## src/hw/dm_params.svh

```systemverilog
/*
 * Debug module configuration
 * sizes, DMI register map and the implicit ebreak word
 */
`ifndef DM_PARAMS_SVH
`define DM_PARAMS_SVH

`define DM_NUM_HARTS        4
`define DM_PROG_SIZE        4                   // program buffer words
`define DM_DATA_SIZE        2                   // data buffer words
`define DM_BUF_WORDS        (`DM_PROG_SIZE + `DM_DATA_SIZE)
`define DM_BUF_IDX_W        ($clog2(`DM_BUF_WORDS))
`define DM_HARTSEL_W        20
`define DM_DMI_ADDR_W       7
`define DM_DMI_DATA_W       32
`define DM_SRI_ADDR_W       6                   // byte address, word index in [5:2]
`define DM_EBREAK           32'h00100073

// DMI register addresses
`define DM_ADDR_DATA0       7'h04
`define DM_ADDR_DMCONTROL   7'h10
`define DM_ADDR_DMSTATUS    7'h11
`define DM_ADDR_ABSTRACTCS  7'h16
`define DM_ADDR_PROGBUF0    7'h20
`define DM_ADDR_SBCS        7'h38

`endif

```

## src/hw/dm_pkg.sv

```systemverilog
/*
 * Debug module types
 * DMI opcodes and response codes, front-end states
 * and the dmstatus register layout
 */
`include "dm_params.svh"

package dm_pkg;

    typedef enum logic [1:0] {
        DMI_NOP   = 2'd0,
        DMI_READ  = 2'd1,
        DMI_WRITE = 2'd2
    } dmi_op_e;

    typedef enum logic [1:0] {
        DMI_OK    = 2'd0,
        DMI_ERROR = 2'd2
    } dmi_resp_e;

    typedef enum logic {
        IDLE,
        RESP
    } dm_state_e;

    // msb first
    typedef struct packed {
        logic [11:0] zero2;
        logic        allhavereset;      // 19
        logic        anyhavereset;
        logic        allresumeack;
        logic        anyresumeack;      // 16
        logic [1:0]  zero1;             // nonexistent, never reported
        logic        allunavail;        // 13
        logic        anyunavail;
        logic        allrunning;
        logic        anyrunning;
        logic        allhalted;
        logic        anyhalted;         // 8
        logic        authenticated;     // 7
        logic [2:0]  zero0;
        logic [3:0]  version;
    } dmstatus_t;

endpackage

```

## src/hw/dm_dmi_frontend.sv

```systemverilog
/*
 * DMI front end
 * one request at a time, response one cycle after accept,
 * decodes the register map, keeps hartsel and dmactive and
 * strobes dmcontrol and buffer writes in the first response cycle
 */
`timescale 1ns/100ps
`include "dm_params.svh"

module dm_dmi_frontend (
    input  logic                          clk_i,
    input  logic                          rstn_i,
    input  logic                          req_valid_i,
    input  logic [`DM_DMI_ADDR_W-1:0]     req_addr_i,
    input  logic [`DM_DMI_DATA_W-1:0]     req_data_i,
    input  dm_pkg::dmi_op_e               req_op_i,
    input  logic                          resp_ready_i,
    input  dm_pkg::dmstatus_t             dmstatus_i,
    input  logic [`DM_DMI_DATA_W-1:0]     buf_rdata_i,
    output logic                          req_ready_o,
    output logic                          resp_valid_o,
    output logic [`DM_DMI_DATA_W-1:0]     resp_data_o,
    output dm_pkg::dmi_resp_e             resp_op_o,
    output logic                          ctrl_we_o,
    output logic [`DM_NUM_HARTS-1:0]      hart_sel_o,
    output logic                          haltreq_o,
    output logic                          resumereq_o,
    output logic                          ackhavereset_o,
    output logic [`DM_HARTSEL_W-1:0]      hartsel_o,
    output logic                          buf_we_o,
    output logic [`DM_BUF_IDX_W-1:0]      buf_idx_o,
    output logic [`DM_DMI_DATA_W-1:0]     buf_wdata_o
);
    localparam int IDX_W = `DM_BUF_IDX_W;

    dm_pkg::dm_state_e           state_q;
    logic                        first_q;       // first cycle of RESP
    logic [`DM_DMI_ADDR_W-1:0]   addr_q;
    logic [`DM_DMI_DATA_W-1:0]   data_q;
    dm_pkg::dmi_op_e             op_q;
    logic [`DM_DMI_DATA_W-1:0]   resp_data_q;
    logic [`DM_DMI_DATA_W-1:0]   rdata;
    logic [`DM_HARTSEL_W-1:0]    hartsel_q;
    logic [`DM_HARTSEL_W-1:0]    hartsel_wr;
    logic [`DM_HARTSEL_W-1:0]    hartsel_new;
    logic                        dmactive_q;
    logic                        is_prog;
    logic                        is_data;
    logic                        wr_strobe;

    assign req_ready_o  = (state_q == dm_pkg::IDLE);
    assign resp_valid_o = (state_q == dm_pkg::RESP);
    assign wr_strobe    = first_q && (op_q == dm_pkg::DMI_WRITE);

    assign is_prog = (addr_q >= `DM_ADDR_PROGBUF0) &&
                     (addr_q < `DM_ADDR_PROGBUF0 + `DM_PROG_SIZE);
    assign is_data = (addr_q >= `DM_ADDR_DATA0) &&
                     (addr_q < `DM_ADDR_DATA0 + `DM_DATA_SIZE);

    // dmcontrol fields of the latched request
    assign hartsel_wr     = {data_q[15:6], data_q[25:16]};   // {hartselhi, hartsello}
    assign hartsel_new    = (hartsel_wr < `DM_NUM_HARTS) ? hartsel_wr : hartsel_q;
    assign ctrl_we_o      = wr_strobe && (addr_q == `DM_ADDR_DMCONTROL);
    assign haltreq_o      = data_q[31];
    assign resumereq_o    = data_q[30];
    assign ackhavereset_o = data_q[28];
    assign hartsel_o      = hartsel_q;

    always_comb begin
        for (int i = 0; i < `DM_NUM_HARTS; i++) begin
            hart_sel_o[i] = (hartsel_new == i);
        end
    end

    // data k sits behind the program words
    assign buf_we_o    = wr_strobe && (is_prog || is_data);
    assign buf_idx_o   = is_prog ? IDX_W'(addr_q - `DM_ADDR_PROGBUF0)
                                 : IDX_W'(addr_q - `DM_ADDR_DATA0 + `DM_PROG_SIZE);
    assign buf_wdata_o = data_q;

    always_comb begin
        rdata = '0;
        if (op_q == dm_pkg::DMI_READ) begin
            if (is_prog || is_data) begin
                rdata = buf_rdata_i;
            end else begin
                case (addr_q)
                    `DM_ADDR_DMCONTROL: begin
                        rdata[25:16] = hartsel_q[9:0];
                        rdata[0]     = dmactive_q;
                    end
                    `DM_ADDR_DMSTATUS:   rdata = dmstatus_i;
                    `DM_ADDR_ABSTRACTCS: begin
                        rdata[28:24] = 5'(`DM_PROG_SIZE);  // progbufsize
                        rdata[3:0]   = 4'(`DM_DATA_SIZE);  // datacount
                    end
                    default: ;
                endcase
            end
        end
    end

    // held after the first cycle so back-pressure sees a stable word
    assign resp_data_o = first_q ? rdata : resp_data_q;
    assign resp_op_o   = (op_q == dm_pkg::DMI_WRITE && addr_q == `DM_ADDR_SBCS) ?
                         dm_pkg::DMI_ERROR : dm_pkg::DMI_OK;

    always_ff @(posedge clk_i or negedge rstn_i) begin
        if (!rstn_i) begin
            state_q    <= dm_pkg::IDLE;
            first_q    <= 1'b0;
            hartsel_q  <= '0;
            dmactive_q <= 1'b0;
        end else begin
            first_q <= 1'b0;
            case (state_q)
                dm_pkg::IDLE: if (req_valid_i) begin
                    state_q <= dm_pkg::RESP;
                    first_q <= 1'b1;
                end
                dm_pkg::RESP: if (resp_ready_i) state_q <= dm_pkg::IDLE;
                default: state_q <= dm_pkg::IDLE;
            endcase
            if (ctrl_we_o) begin
                hartsel_q  <= hartsel_new;
                dmactive_q <= data_q[0];
            end
        end
    end

    // request payload
    always_ff @(posedge clk_i) begin
        if (req_valid_i && req_ready_o) begin
            addr_q <= req_addr_i;
            data_q <= req_data_i;
            op_q   <= req_op_i;
        end
        if (first_q) resp_data_q <= rdata;
    end

endmodule

```

## src/hw/dm_hart_ctrl.sv

```systemverilog
/*
 * Per-hart run control
 * halt and resume request levels set by dmcontrol writes
 * and the sticky havereset flag
 */
`timescale 1ns/100ps
`include "dm_params.svh"

module dm_hart_ctrl (
    input  logic clk_i,
    input  logic rstn_i,
    input  logic ctrl_we_i,         // dmcontrol write strobe
    input  logic sel_i,             // this hart is the selected one
    input  logic haltreq_i,
    input  logic resumereq_i,
    input  logic ackhavereset_i,
    input  logic havereset_i,       // from the hart
    output logic halt_request_o,
    output logic resume_request_o,
    output logic havereset_o
);
    logic we;
    logic halt_q;
    logic resume_q;
    logic havereset_q;

    assign we = ctrl_we_i && sel_i;

    always_ff @(posedge clk_i or negedge rstn_i) begin
        if (!rstn_i) begin
            halt_q      <= 1'b0;
            resume_q    <= 1'b0;
            havereset_q <= 1'b0;
        end else begin
            if (we) begin
                halt_q <= haltreq_i;
                // a pending or new halt blocks resume
                if (!(halt_q || haltreq_i)) resume_q <= resumereq_i;
            end
            if (we && ackhavereset_i) havereset_q <= 1'b0;   // ack beats a new reset
            else if (havereset_i) havereset_q <= 1'b1;
        end
    end

    assign halt_request_o   = halt_q;
    assign resume_request_o = resume_q;
    assign havereset_o      = havereset_q;

endmodule

```

## src/hw/dm_status_collect.sv

```systemverilog
/*
 * dmstatus builder
 * the window is the selected hart alone, so each any/all
 * pair reports that hart's status bit
 */
`timescale 1ns/100ps
`include "dm_params.svh"

module dm_status_collect (
    input  logic [`DM_HARTSEL_W-1:0]  hartsel_i,
    input  logic [`DM_NUM_HARTS-1:0]  halted_i,
    input  logic [`DM_NUM_HARTS-1:0]  running_i,
    input  logic [`DM_NUM_HARTS-1:0]  unavail_i,
    input  logic [`DM_NUM_HARTS-1:0]  resume_ack_i,
    input  logic [`DM_NUM_HARTS-1:0]  havereset_i,
    output dm_pkg::dmstatus_t         dmstatus_o
);
    logic [`DM_NUM_HARTS-1:0] sel_mask;

    always_comb begin
        for (int i = 0; i < `DM_NUM_HARTS; i++) begin
            sel_mask[i] = (hartsel_i == i);
        end
    end

    always_comb begin
        dmstatus_o               = '0;
        dmstatus_o.version       = 4'd3;    // spec 1.0
        dmstatus_o.authenticated = 1'b1;
        dmstatus_o.anyhalted     = |(halted_i & sel_mask);
        dmstatus_o.allhalted     = |(halted_i & sel_mask);
        dmstatus_o.anyrunning    = |(running_i & sel_mask);
        dmstatus_o.allrunning    = |(running_i & sel_mask);
        dmstatus_o.anyunavail    = |(unavail_i & sel_mask);
        dmstatus_o.allunavail    = |(unavail_i & sel_mask);
        dmstatus_o.anyresumeack  = |(resume_ack_i & sel_mask);
        dmstatus_o.allresumeack  = |(resume_ack_i & sel_mask);
        dmstatus_o.anyhavereset  = |(havereset_i & sel_mask);
        dmstatus_o.allhavereset  = |(havereset_i & sel_mask);
    end

endmodule

```

## src/hw/dm_progbuf_mem.sv

```systemverilog
/*
 * Program and data buffer
 * 32-bit word port for DMI, 64-bit byte-enabled port for the core
 * words past the end read back as ebreak
 */
`timescale 1ns/100ps
`include "dm_params.svh"

module dm_progbuf_mem (
    input  logic                          clk_i,
    input  logic                          rstn_i,
    input  logic                          dmi_we_i,
    input  logic [`DM_BUF_IDX_W-1:0]      dmi_idx_i,
    input  logic [`DM_DMI_DATA_W-1:0]     dmi_wdata_i,
    input  logic                          sri_en_i,
    input  logic                          sri_we_i,
    input  logic [`DM_SRI_ADDR_W-1:0]     sri_addr_i,
    input  logic [63:0]                   sri_wdata_i,
    input  logic [7:0]                    sri_be_i,
    output logic [`DM_DMI_DATA_W-1:0]     dmi_rdata_o,
    output logic [63:0]                   sri_rdata_o,
    output logic                          sri_error_o
);
    localparam int WORDS = `DM_BUF_WORDS;
    localparam int IDX_W = `DM_BUF_IDX_W;

    logic [31:0]                 mem_q [WORDS];
    logic [`DM_SRI_ADDR_W-2:0]   lo_idx;     // one spare bit for w+1
    logic [`DM_SRI_ADDR_W-2:0]   hi_idx;
    logic                        lo_ok;
    logic                        hi_ok;
    logic                        sri_wr;

    assign lo_idx = {1'b0, sri_addr_i[`DM_SRI_ADDR_W-1:2]};
    assign hi_idx = lo_idx + 1'b1;
    assign lo_ok  = (lo_idx < WORDS);
    assign hi_ok  = (hi_idx < WORDS);
    assign sri_wr = sri_en_i && sri_we_i;

    assign dmi_rdata_o = mem_q[dmi_idx_i];

    // implicit ebreak past the last data word
    assign sri_rdata_o[31:0]  = lo_ok ? mem_q[lo_idx[IDX_W-1:0]] : `DM_EBREAK;
    assign sri_rdata_o[63:32] = hi_ok ? mem_q[hi_idx[IDX_W-1:0]] : `DM_EBREAK;

    assign sri_error_o = sri_wr && !lo_ok;

    always_ff @(posedge clk_i or negedge rstn_i) begin
        if (!rstn_i) begin
            for (int i = 0; i < WORDS; i++) begin
                mem_q[i] <= '0;
            end
        end else if (dmi_we_i) begin
            mem_q[dmi_idx_i] <= dmi_wdata_i;   // debugger has priority
        end else if (sri_wr) begin
            for (int b = 0; b < 4; b++) begin
                if (lo_ok && sri_be_i[b]) begin
                    mem_q[lo_idx[IDX_W-1:0]][8*b +: 8] <= sri_wdata_i[8*b +: 8];
                end
                if (hi_ok && sri_be_i[b+4]) begin
                    mem_q[hi_idx[IDX_W-1:0]][8*b +: 8] <= sri_wdata_i[32+8*b +: 8];
                end
            end
        end
    end

endmodule

```

## src/hw/riscv_dm_top.sv

```systemverilog
/*
 * Reduced RISC-V debug module
 * DMI front end, one run-control block per hart,
 * dmstatus collector and the program/data buffer
 */
`timescale 1ns/100ps
`include "dm_params.svh"

module riscv_dm_top (
    input  logic                          clk_i,
    input  logic                          rstn_i,
    // DMI
    input  logic                          req_valid_i,
    output logic                          req_ready_o,
    input  logic [`DM_DMI_ADDR_W-1:0]     req_addr_i,
    input  logic [`DM_DMI_DATA_W-1:0]     req_data_i,
    input  dm_pkg::dmi_op_e               req_op_i,
    output logic                          resp_valid_o,
    input  logic                          resp_ready_i,
    output logic [`DM_DMI_DATA_W-1:0]     resp_data_o,
    output dm_pkg::dmi_resp_e             resp_op_o,
    // SRI, core side of the buffer
    input  logic                          sri_en_i,
    input  logic                          sri_we_i,
    input  logic [`DM_SRI_ADDR_W-1:0]     sri_addr_i,
    input  logic [63:0]                   sri_wdata_i,
    input  logic [7:0]                    sri_be_i,
    output logic [63:0]                   sri_rdata_o,
    output logic                          sri_error_o,
    // hart run control
    input  logic [`DM_NUM_HARTS-1:0]      halted_i,
    input  logic [`DM_NUM_HARTS-1:0]      running_i,
    input  logic [`DM_NUM_HARTS-1:0]      unavail_i,
    input  logic [`DM_NUM_HARTS-1:0]      resume_ack_i,
    input  logic [`DM_NUM_HARTS-1:0]      havereset_i,
    output logic [`DM_NUM_HARTS-1:0]      halt_request_o,
    output logic [`DM_NUM_HARTS-1:0]      resume_request_o
);
    dm_pkg::dmstatus_t             dmstatus;
    logic                          ctrl_we;
    logic [`DM_NUM_HARTS-1:0]      hart_sel;
    logic                          haltreq;
    logic                          resumereq;
    logic                          ackhavereset;
    logic [`DM_HARTSEL_W-1:0]      hartsel;
    logic [`DM_NUM_HARTS-1:0]      havereset_sticky;
    logic                          buf_we;
    logic [`DM_BUF_IDX_W-1:0]      buf_idx;
    logic [`DM_DMI_DATA_W-1:0]     buf_wdata;
    logic [`DM_DMI_DATA_W-1:0]     buf_rdata;

    dm_dmi_frontend u_frontend (
        .clk_i, .rstn_i, .req_valid_i, .req_addr_i, .req_data_i, .req_op_i,
        .resp_ready_i, .dmstatus_i(dmstatus), .buf_rdata_i(buf_rdata),
        .req_ready_o, .resp_valid_o, .resp_data_o, .resp_op_o,
        .ctrl_we_o(ctrl_we), .hart_sel_o(hart_sel), .haltreq_o(haltreq),
        .resumereq_o(resumereq), .ackhavereset_o(ackhavereset), .hartsel_o(hartsel),
        .buf_we_o(buf_we), .buf_idx_o(buf_idx), .buf_wdata_o(buf_wdata)
    );

    for (genvar h = 0; h < `DM_NUM_HARTS; h++) begin : g_hart
        dm_hart_ctrl u_hart_ctrl (
            .clk_i, .rstn_i, .ctrl_we_i(ctrl_we), .sel_i(hart_sel[h]),
            .haltreq_i(haltreq), .resumereq_i(resumereq),
            .ackhavereset_i(ackhavereset), .havereset_i(havereset_i[h]),
            .halt_request_o(halt_request_o[h]),
            .resume_request_o(resume_request_o[h]),
            .havereset_o(havereset_sticky[h])
        );
    end

    dm_status_collect u_status (
        .hartsel_i(hartsel), .halted_i, .running_i, .unavail_i, .resume_ack_i,
        .havereset_i(havereset_sticky), .dmstatus_o(dmstatus)
    );

    dm_progbuf_mem u_buf (
        .clk_i, .rstn_i, .dmi_we_i(buf_we), .dmi_idx_i(buf_idx), .dmi_wdata_i(buf_wdata),
        .sri_en_i, .sri_we_i, .sri_addr_i, .sri_wdata_i, .sri_be_i,
        .dmi_rdata_o(buf_rdata), .sri_rdata_o, .sri_error_o
    );

endmodule

```

## config.mk

```make
export PLATFORM = sky130hd
export DESIGN_NAME = riscv_dm_top
export DESIGN_NICKNAME = d
export VERILOG_FILES = /design/src/hw/dm_pkg.sv /design/src/hw/dm_dmi_frontend.sv /design/src/hw/dm_hart_ctrl.sv /design/src/hw/dm_status_collect.sv /design/src/hw/dm_progbuf_mem.sv /design/src/hw/riscv_dm_top.sv
export VERILOG_INCLUDE_DIRS = /design/src /design/src/hw
export SDC_FILE = /design/constraint.sdc
export NUM_CORES = 1
export LEC_CHECK = 0
export ABC_CLOCK_PERIOD_IN_PS = 2710
export BUFFER_PORTS_ARGS = -buffer_cell sky130_fd_sc_hd__buf_2
export CAP_MARGIN = 20
export CORE_MARGIN = 5
export CORE_UTILIZATION = 38
export DETAILED_ROUTE_END_ITERATION = 6
export SLEW_MARGIN = 5
export SYNTH_ARGS = -nofsm -noshare
export SYNTH_HDL_FRONTEND = slang
export SYNTH_HIERARCHICAL = 1
export SYNTH_SLANG_ARGS = --single-unit
```

## constraint.sdc

```tcl
create_clock -name clk_i -period 2.71 [get_ports clk_i]
set_clock_uncertainty 0.15 [all_clocks]
set_input_delay 0.1355 -clock clk_i [delete_from_list [all_inputs] [get_ports clk_i]]
set_output_delay 0.1355 -clock clk_i [all_outputs]
set_load 0.02 [all_outputs]
```

==> summary by stage <==
Clock tree
The CTS tree is yes. The insertion delay of the later-clocked pin in the worst-skew pair is 0.59 ns. The H-tree was split into 2 levels. The total clock sinks is 300. The tree is rooted in a sky130_fd_sc_hd__clkbuf_16. After clock tree synthesis, the clock-pin slew on the worst setup and hold paths is 0.06 ns. In this run the deepest clock path goes through 3 buffers. The number of buffers created by CTS is 39.

Placement
The HPWL after detailed placement is 78300 microns. Before CTS, the worst setup slack after placement is -0.115 ns. The number of placed cells counting well taps is 3681. Routability-driven placement finished with a final weighted congestion of 0.980. The count of buffers added on input and output ports is 250.

Layout
The growth of design area from synthesis to finish is 32.2%. The net count reported at finish is 3233. The core occupancy in the finished layout is 0.505. The top cell types in the final layout, fill and taps aside, are sky130_fd_sc_hd__and3_1, sky130_fd_sc_hd__dfrtp_1, sky130_fd_sc_hd__buf_2. Of the cells placed in the final design, the portion with a size suffix greater than 1 is 0.276. The count of non-filler cells in the finished layout is 3905.

Counting the fill cells in the layout gives 5572. The most frequent standard cell in the layout excluding fill and tap cells is sky130_fd_sc_hd__and3_1.

Detailed routing
The total wire length after detailed routing is 118000 microns. The ratio of routed vias to standard cells is 6.79. The post-detailed-route DRC marker count is 2. The detailed router's first-iteration violation count is 3374. The number of vias after detailed routing is 26514. The average routed wire per standard cell is 30.2 microns. The count of antenna-violating nets left after detailed routing is 0. The number of iterations in the first detailed-routing pass is 7.

Worst setup path
The slack of the worst reg-to-reg path is -0.09 ns. The worst setup path is launched from a register. The endpoint required time on the critical path is 2.42 ns. The worst setup path is of the register to output port kind. The worst flop-to-flop path startpoint is u_frontend/addr_q[2]$_DFFE_PP_. The worst setup path is captured at an output port. The most critical setup path has its startpoint at u_frontend/addr_q[2]$_DFFE_PP_. The maximum fanout count along the critical path is 8. The data arrival time of the worst path is 2.71 ns.

Floorplan
The initial utilization of the core area, before any placement, comes to 0.382. The row count is 90. The die span in x is 256 microns. After floorplanning, the core was sized to cover 60100 sq um. The y dimension of the die is 256 microns. The number of top-level pins is 254. The die area is 65400 sq um.

Timing
The final hold slack is 0.00992 ns. Setup repair after global routing could not meet its margin everywhere. Setup violations remaining at the end of the flow were counted as 122. Static timing analysis puts the maximum clock frequency at 334 MHz.

Once routing completed, OpenROAD measured the worst setup slack at -0.282 ns. The worst path in the final design needs a cycle of 2.99 ns, including I/O delays and setup. The actual transition at the worst max-transition pin is 1.07 ns. The final count of pins violating max slew was 0. The number of hold violations in the final report came to 0. Of the available clock period, the critical path in the final layout requires 1.10. The relative max-transition margin is 0.286. The total negative setup slack is -10.93 ns.

Power and ir drop
Summed over all cells, the static leakage comes to 0.0137 uW. The power density over the cells is 596 nW/um^2. The peak supply drop is 353 uV.

Global routing
Global routing finished with a remaining overflow of 0. In the global route stage, overall resource usage came out at 0.333. The wire length of the first global-routing pass is 169000 microns. The maximum number of pins on one net before global-route repair is 68. The number of antenna violations at the first check in global routing is 7.

The number of global-route vias before repair came to 25438.

Yosys
The flop and latch count out of synthesis is 300. After technology mapping, the gate count stands at 2690. The most common flop cell mapped by yosys is sky130_fd_sc_hd__dfrtp_1.

The netlist area before placement is 23000 sq um. Of the synthesized area, sequential elements account for 0.329. Of all flip-flops after synthesis, the portion carrying an async set or reset was 0.757. The number of different library cells used by synthesis comes to 86. The synthesized area per cell is 8.53 sq um. The synthesized design contains 41 enable-type register cells. During synthesis, Yosys emitted a total of 6 warnings.

Job
The total of max-cap violations is 0.

Status
The final reports fail on DRC, setup timing. The flow ran to the end, but the final reports show violations.

Hold path
The path class of the lowest-slack min-delay path is input port to asynchronous set/reset pin.
==> sequential cells by signal, indices dropped and copies added (netlist names), 2 cells and up <==
name                                 count
u_frontend/op_q                          2
u_frontend/hartsel_o                    20
g_hart.u_hart_ctrl/resume_request_o      4
g_hart.u_hart_ctrl/havereset_o           4
u_frontend/addr_q                        7
u_frontend/resp_data_q                  32
g_hart.u_hart_ctrl/halt_request_o        4
u_frontend/buf_wdata_o                  32
u_buf/mem_q                            192
==> layer usage <==
| layer | up-vias | share of wire | GRT usage |
|---|---|---|---|
| met5 | - | 0 | 0 |
| met4 | 0 | 0.063 | 0.177 |
| met3 | 400 | 0.12 | 0.0708 |
| met2 | 2094 | 0.44 | 0.517 |
| met1 | 12935 | 0.38 | 0.438 |
| li1 | 11085 | - | - |
==> path summary, 6_finish.rpt <==
path / endpoint / cells after the start
worst max-delay path: resp_data_o[29] / 10
min in group clk_i: u_buf/mem_q[60]$_DFFE_PN0P_ / 3
worst min register to register: g_hart[2].u_hart_ctrl/resume_request_o$_DFFE_PN0P_ / 1
worst max register to register: u_buf/mem_q[132]$_DFFE_PN0P_ / 13
max in group asynchronous: u_buf/mem_q[141]$_DFFE_PN0P_ / 3
worst min-delay path: u_buf/mem_q[128]$_DFFE_PN0P_ / 2
==> where the power goes <==
group	switching, uW	leakage (uW)	internal [uW]
Sequential	1300	0.00365	5330
Clock	2270	0.000673	3450
Combinational	3080	0.00937	2650
Total	6650	0.0137	11400
==> critical path, stage by stage, from the launching register on <==
cell,delay (ns)
sky130_fd_sc_hd__edfxtp_1,0.40
sky130_fd_sc_hd__buf_12,0.18
sky130_fd_sc_hd__buf_16,0.15
sky130_fd_sc_hd__nor2b_4,0.05
sky130_fd_sc_hd__buf_6,0.12
sky130_fd_sc_hd__buf_12,0.15
sky130_fd_sc_hd__buf_16,0.16
sky130_fd_sc_hd__a211oi_4,0.26
sky130_fd_sc_hd__a21oi_4,0.08
sky130_fd_sc_hd__a221o_1,0.41
sky130_fd_sc_hd__buf_6,0.15
==> Yosys cell counts, types with 7 or more instances <==
master,number,share of area
sky130_fd_sc_hd__a211o_1,12,0.0046
sky130_fd_sc_hd__a211oi_1,232,0.076
sky130_fd_sc_hd__a21oi_1,272,0.059
sky130_fd_sc_hd__a221o_1,30,0.013
sky130_fd_sc_hd__a222oi_1,10,0.0044
sky130_fd_sc_hd__a31o_2,13,0.0050
sky130_fd_sc_hd__and3_1,374,0.10
sky130_fd_sc_hd__buf_1,12,0.0020
sky130_fd_sc_hd__buf_2,62,0.014
sky130_fd_sc_hd__buf_4,53,0.017
sky130_fd_sc_hd__clkbuf_1,147,0.024
sky130_fd_sc_hd__dfrtp_1,227,0.25
sky130_fd_sc_hd__dfxtp_1,32,0.028
sky130_fd_sc_hd__edfxtp_1,41,0.054
sky130_fd_sc_hd__mux2_2,51,0.025
sky130_fd_sc_hd__mux2i_1,172,0.075
sky130_fd_sc_hd__mux4_2,17,0.017
sky130_fd_sc_hd__nand2_1,49,0.0080
sky130_fd_sc_hd__nand3_1,20,0.0044
sky130_fd_sc_hd__nand4b_1,9,0.0034
sky130_fd_sc_hd__nor2_1,177,0.029
sky130_fd_sc_hd__nor2b_1,62,0.017
sky130_fd_sc_hd__nor3_1,28,0.0061
sky130_fd_sc_hd__nor3b_1,7,0.0023
sky130_fd_sc_hd__nor4_1,12,0.0033
sky130_fd_sc_hd__o21a_1,10,0.0033
sky130_fd_sc_hd__o21ai_0,252,0.055
sky130_fd_sc_hd__o21ai_1,83,0.018
sky130_fd_sc_hd__o22ai_1,43,0.012
sky130_fd_sc_hd__o31ai_1,24,0.0078
sky130_fd_sc_hd__or3_1,17,0.0046
==> metrics by stage <==
step	power (uW)	cell area, sq um
2_1_floorplan	9430	23000
4_1_cts	17600	29400
6_report	18100	30300
3_3_place_gp	11400	26200
3_5_place_dp	11600	26200
5_1_grt	18700	30300
==> cell type report <==
| type | instances | area, sq um | area share |
|---|---|---|---|
| Tap cell | 782 | 978 | 0.0322 |
| Sequential cell | 300 | 7550 | 0.249 |
| Multi-Input combinational cell | 2117 | 15000 | 0.493 |
| Timing Repair Buffer | 621 | 5460 | 0.180 |
| Clock inverter | 17 | 248 | 0.00816 |
| Antenna cell | 5 | 12.5 | 0.000412 |
| Inverter | 8 | 30.0 | 0.000989 |
| Clock buffer | 55 | 1120 | 0.0368 |
==> logic make-up (layout without fill, tap and decap cells) <==
group,count (synthesis),count (layout),synth area share
compound gates,1032,1032,0.280
simple gates,813,813,0.206
flops,300,300,0.329
buf+inv,293,701,0.0622
mux,246,246,0.120
other cells,3,28,0.000491
xor+xnor,2,2,0.00158
fa+ha+maj,1,1,0.000545
==> timing repair <==
action                                  in CTS  in global routing
gates resized for setup                    121                187
endpoints found under the hold margin      429                  0
endpoints found under the setup margin      65                110
setup buffers                               21                  9
hold buffers                               114                  0
gates cloned                                 1                 10
pin swaps                                   41                 35
No activity file was read; power rests on OpenSTA's default activity.
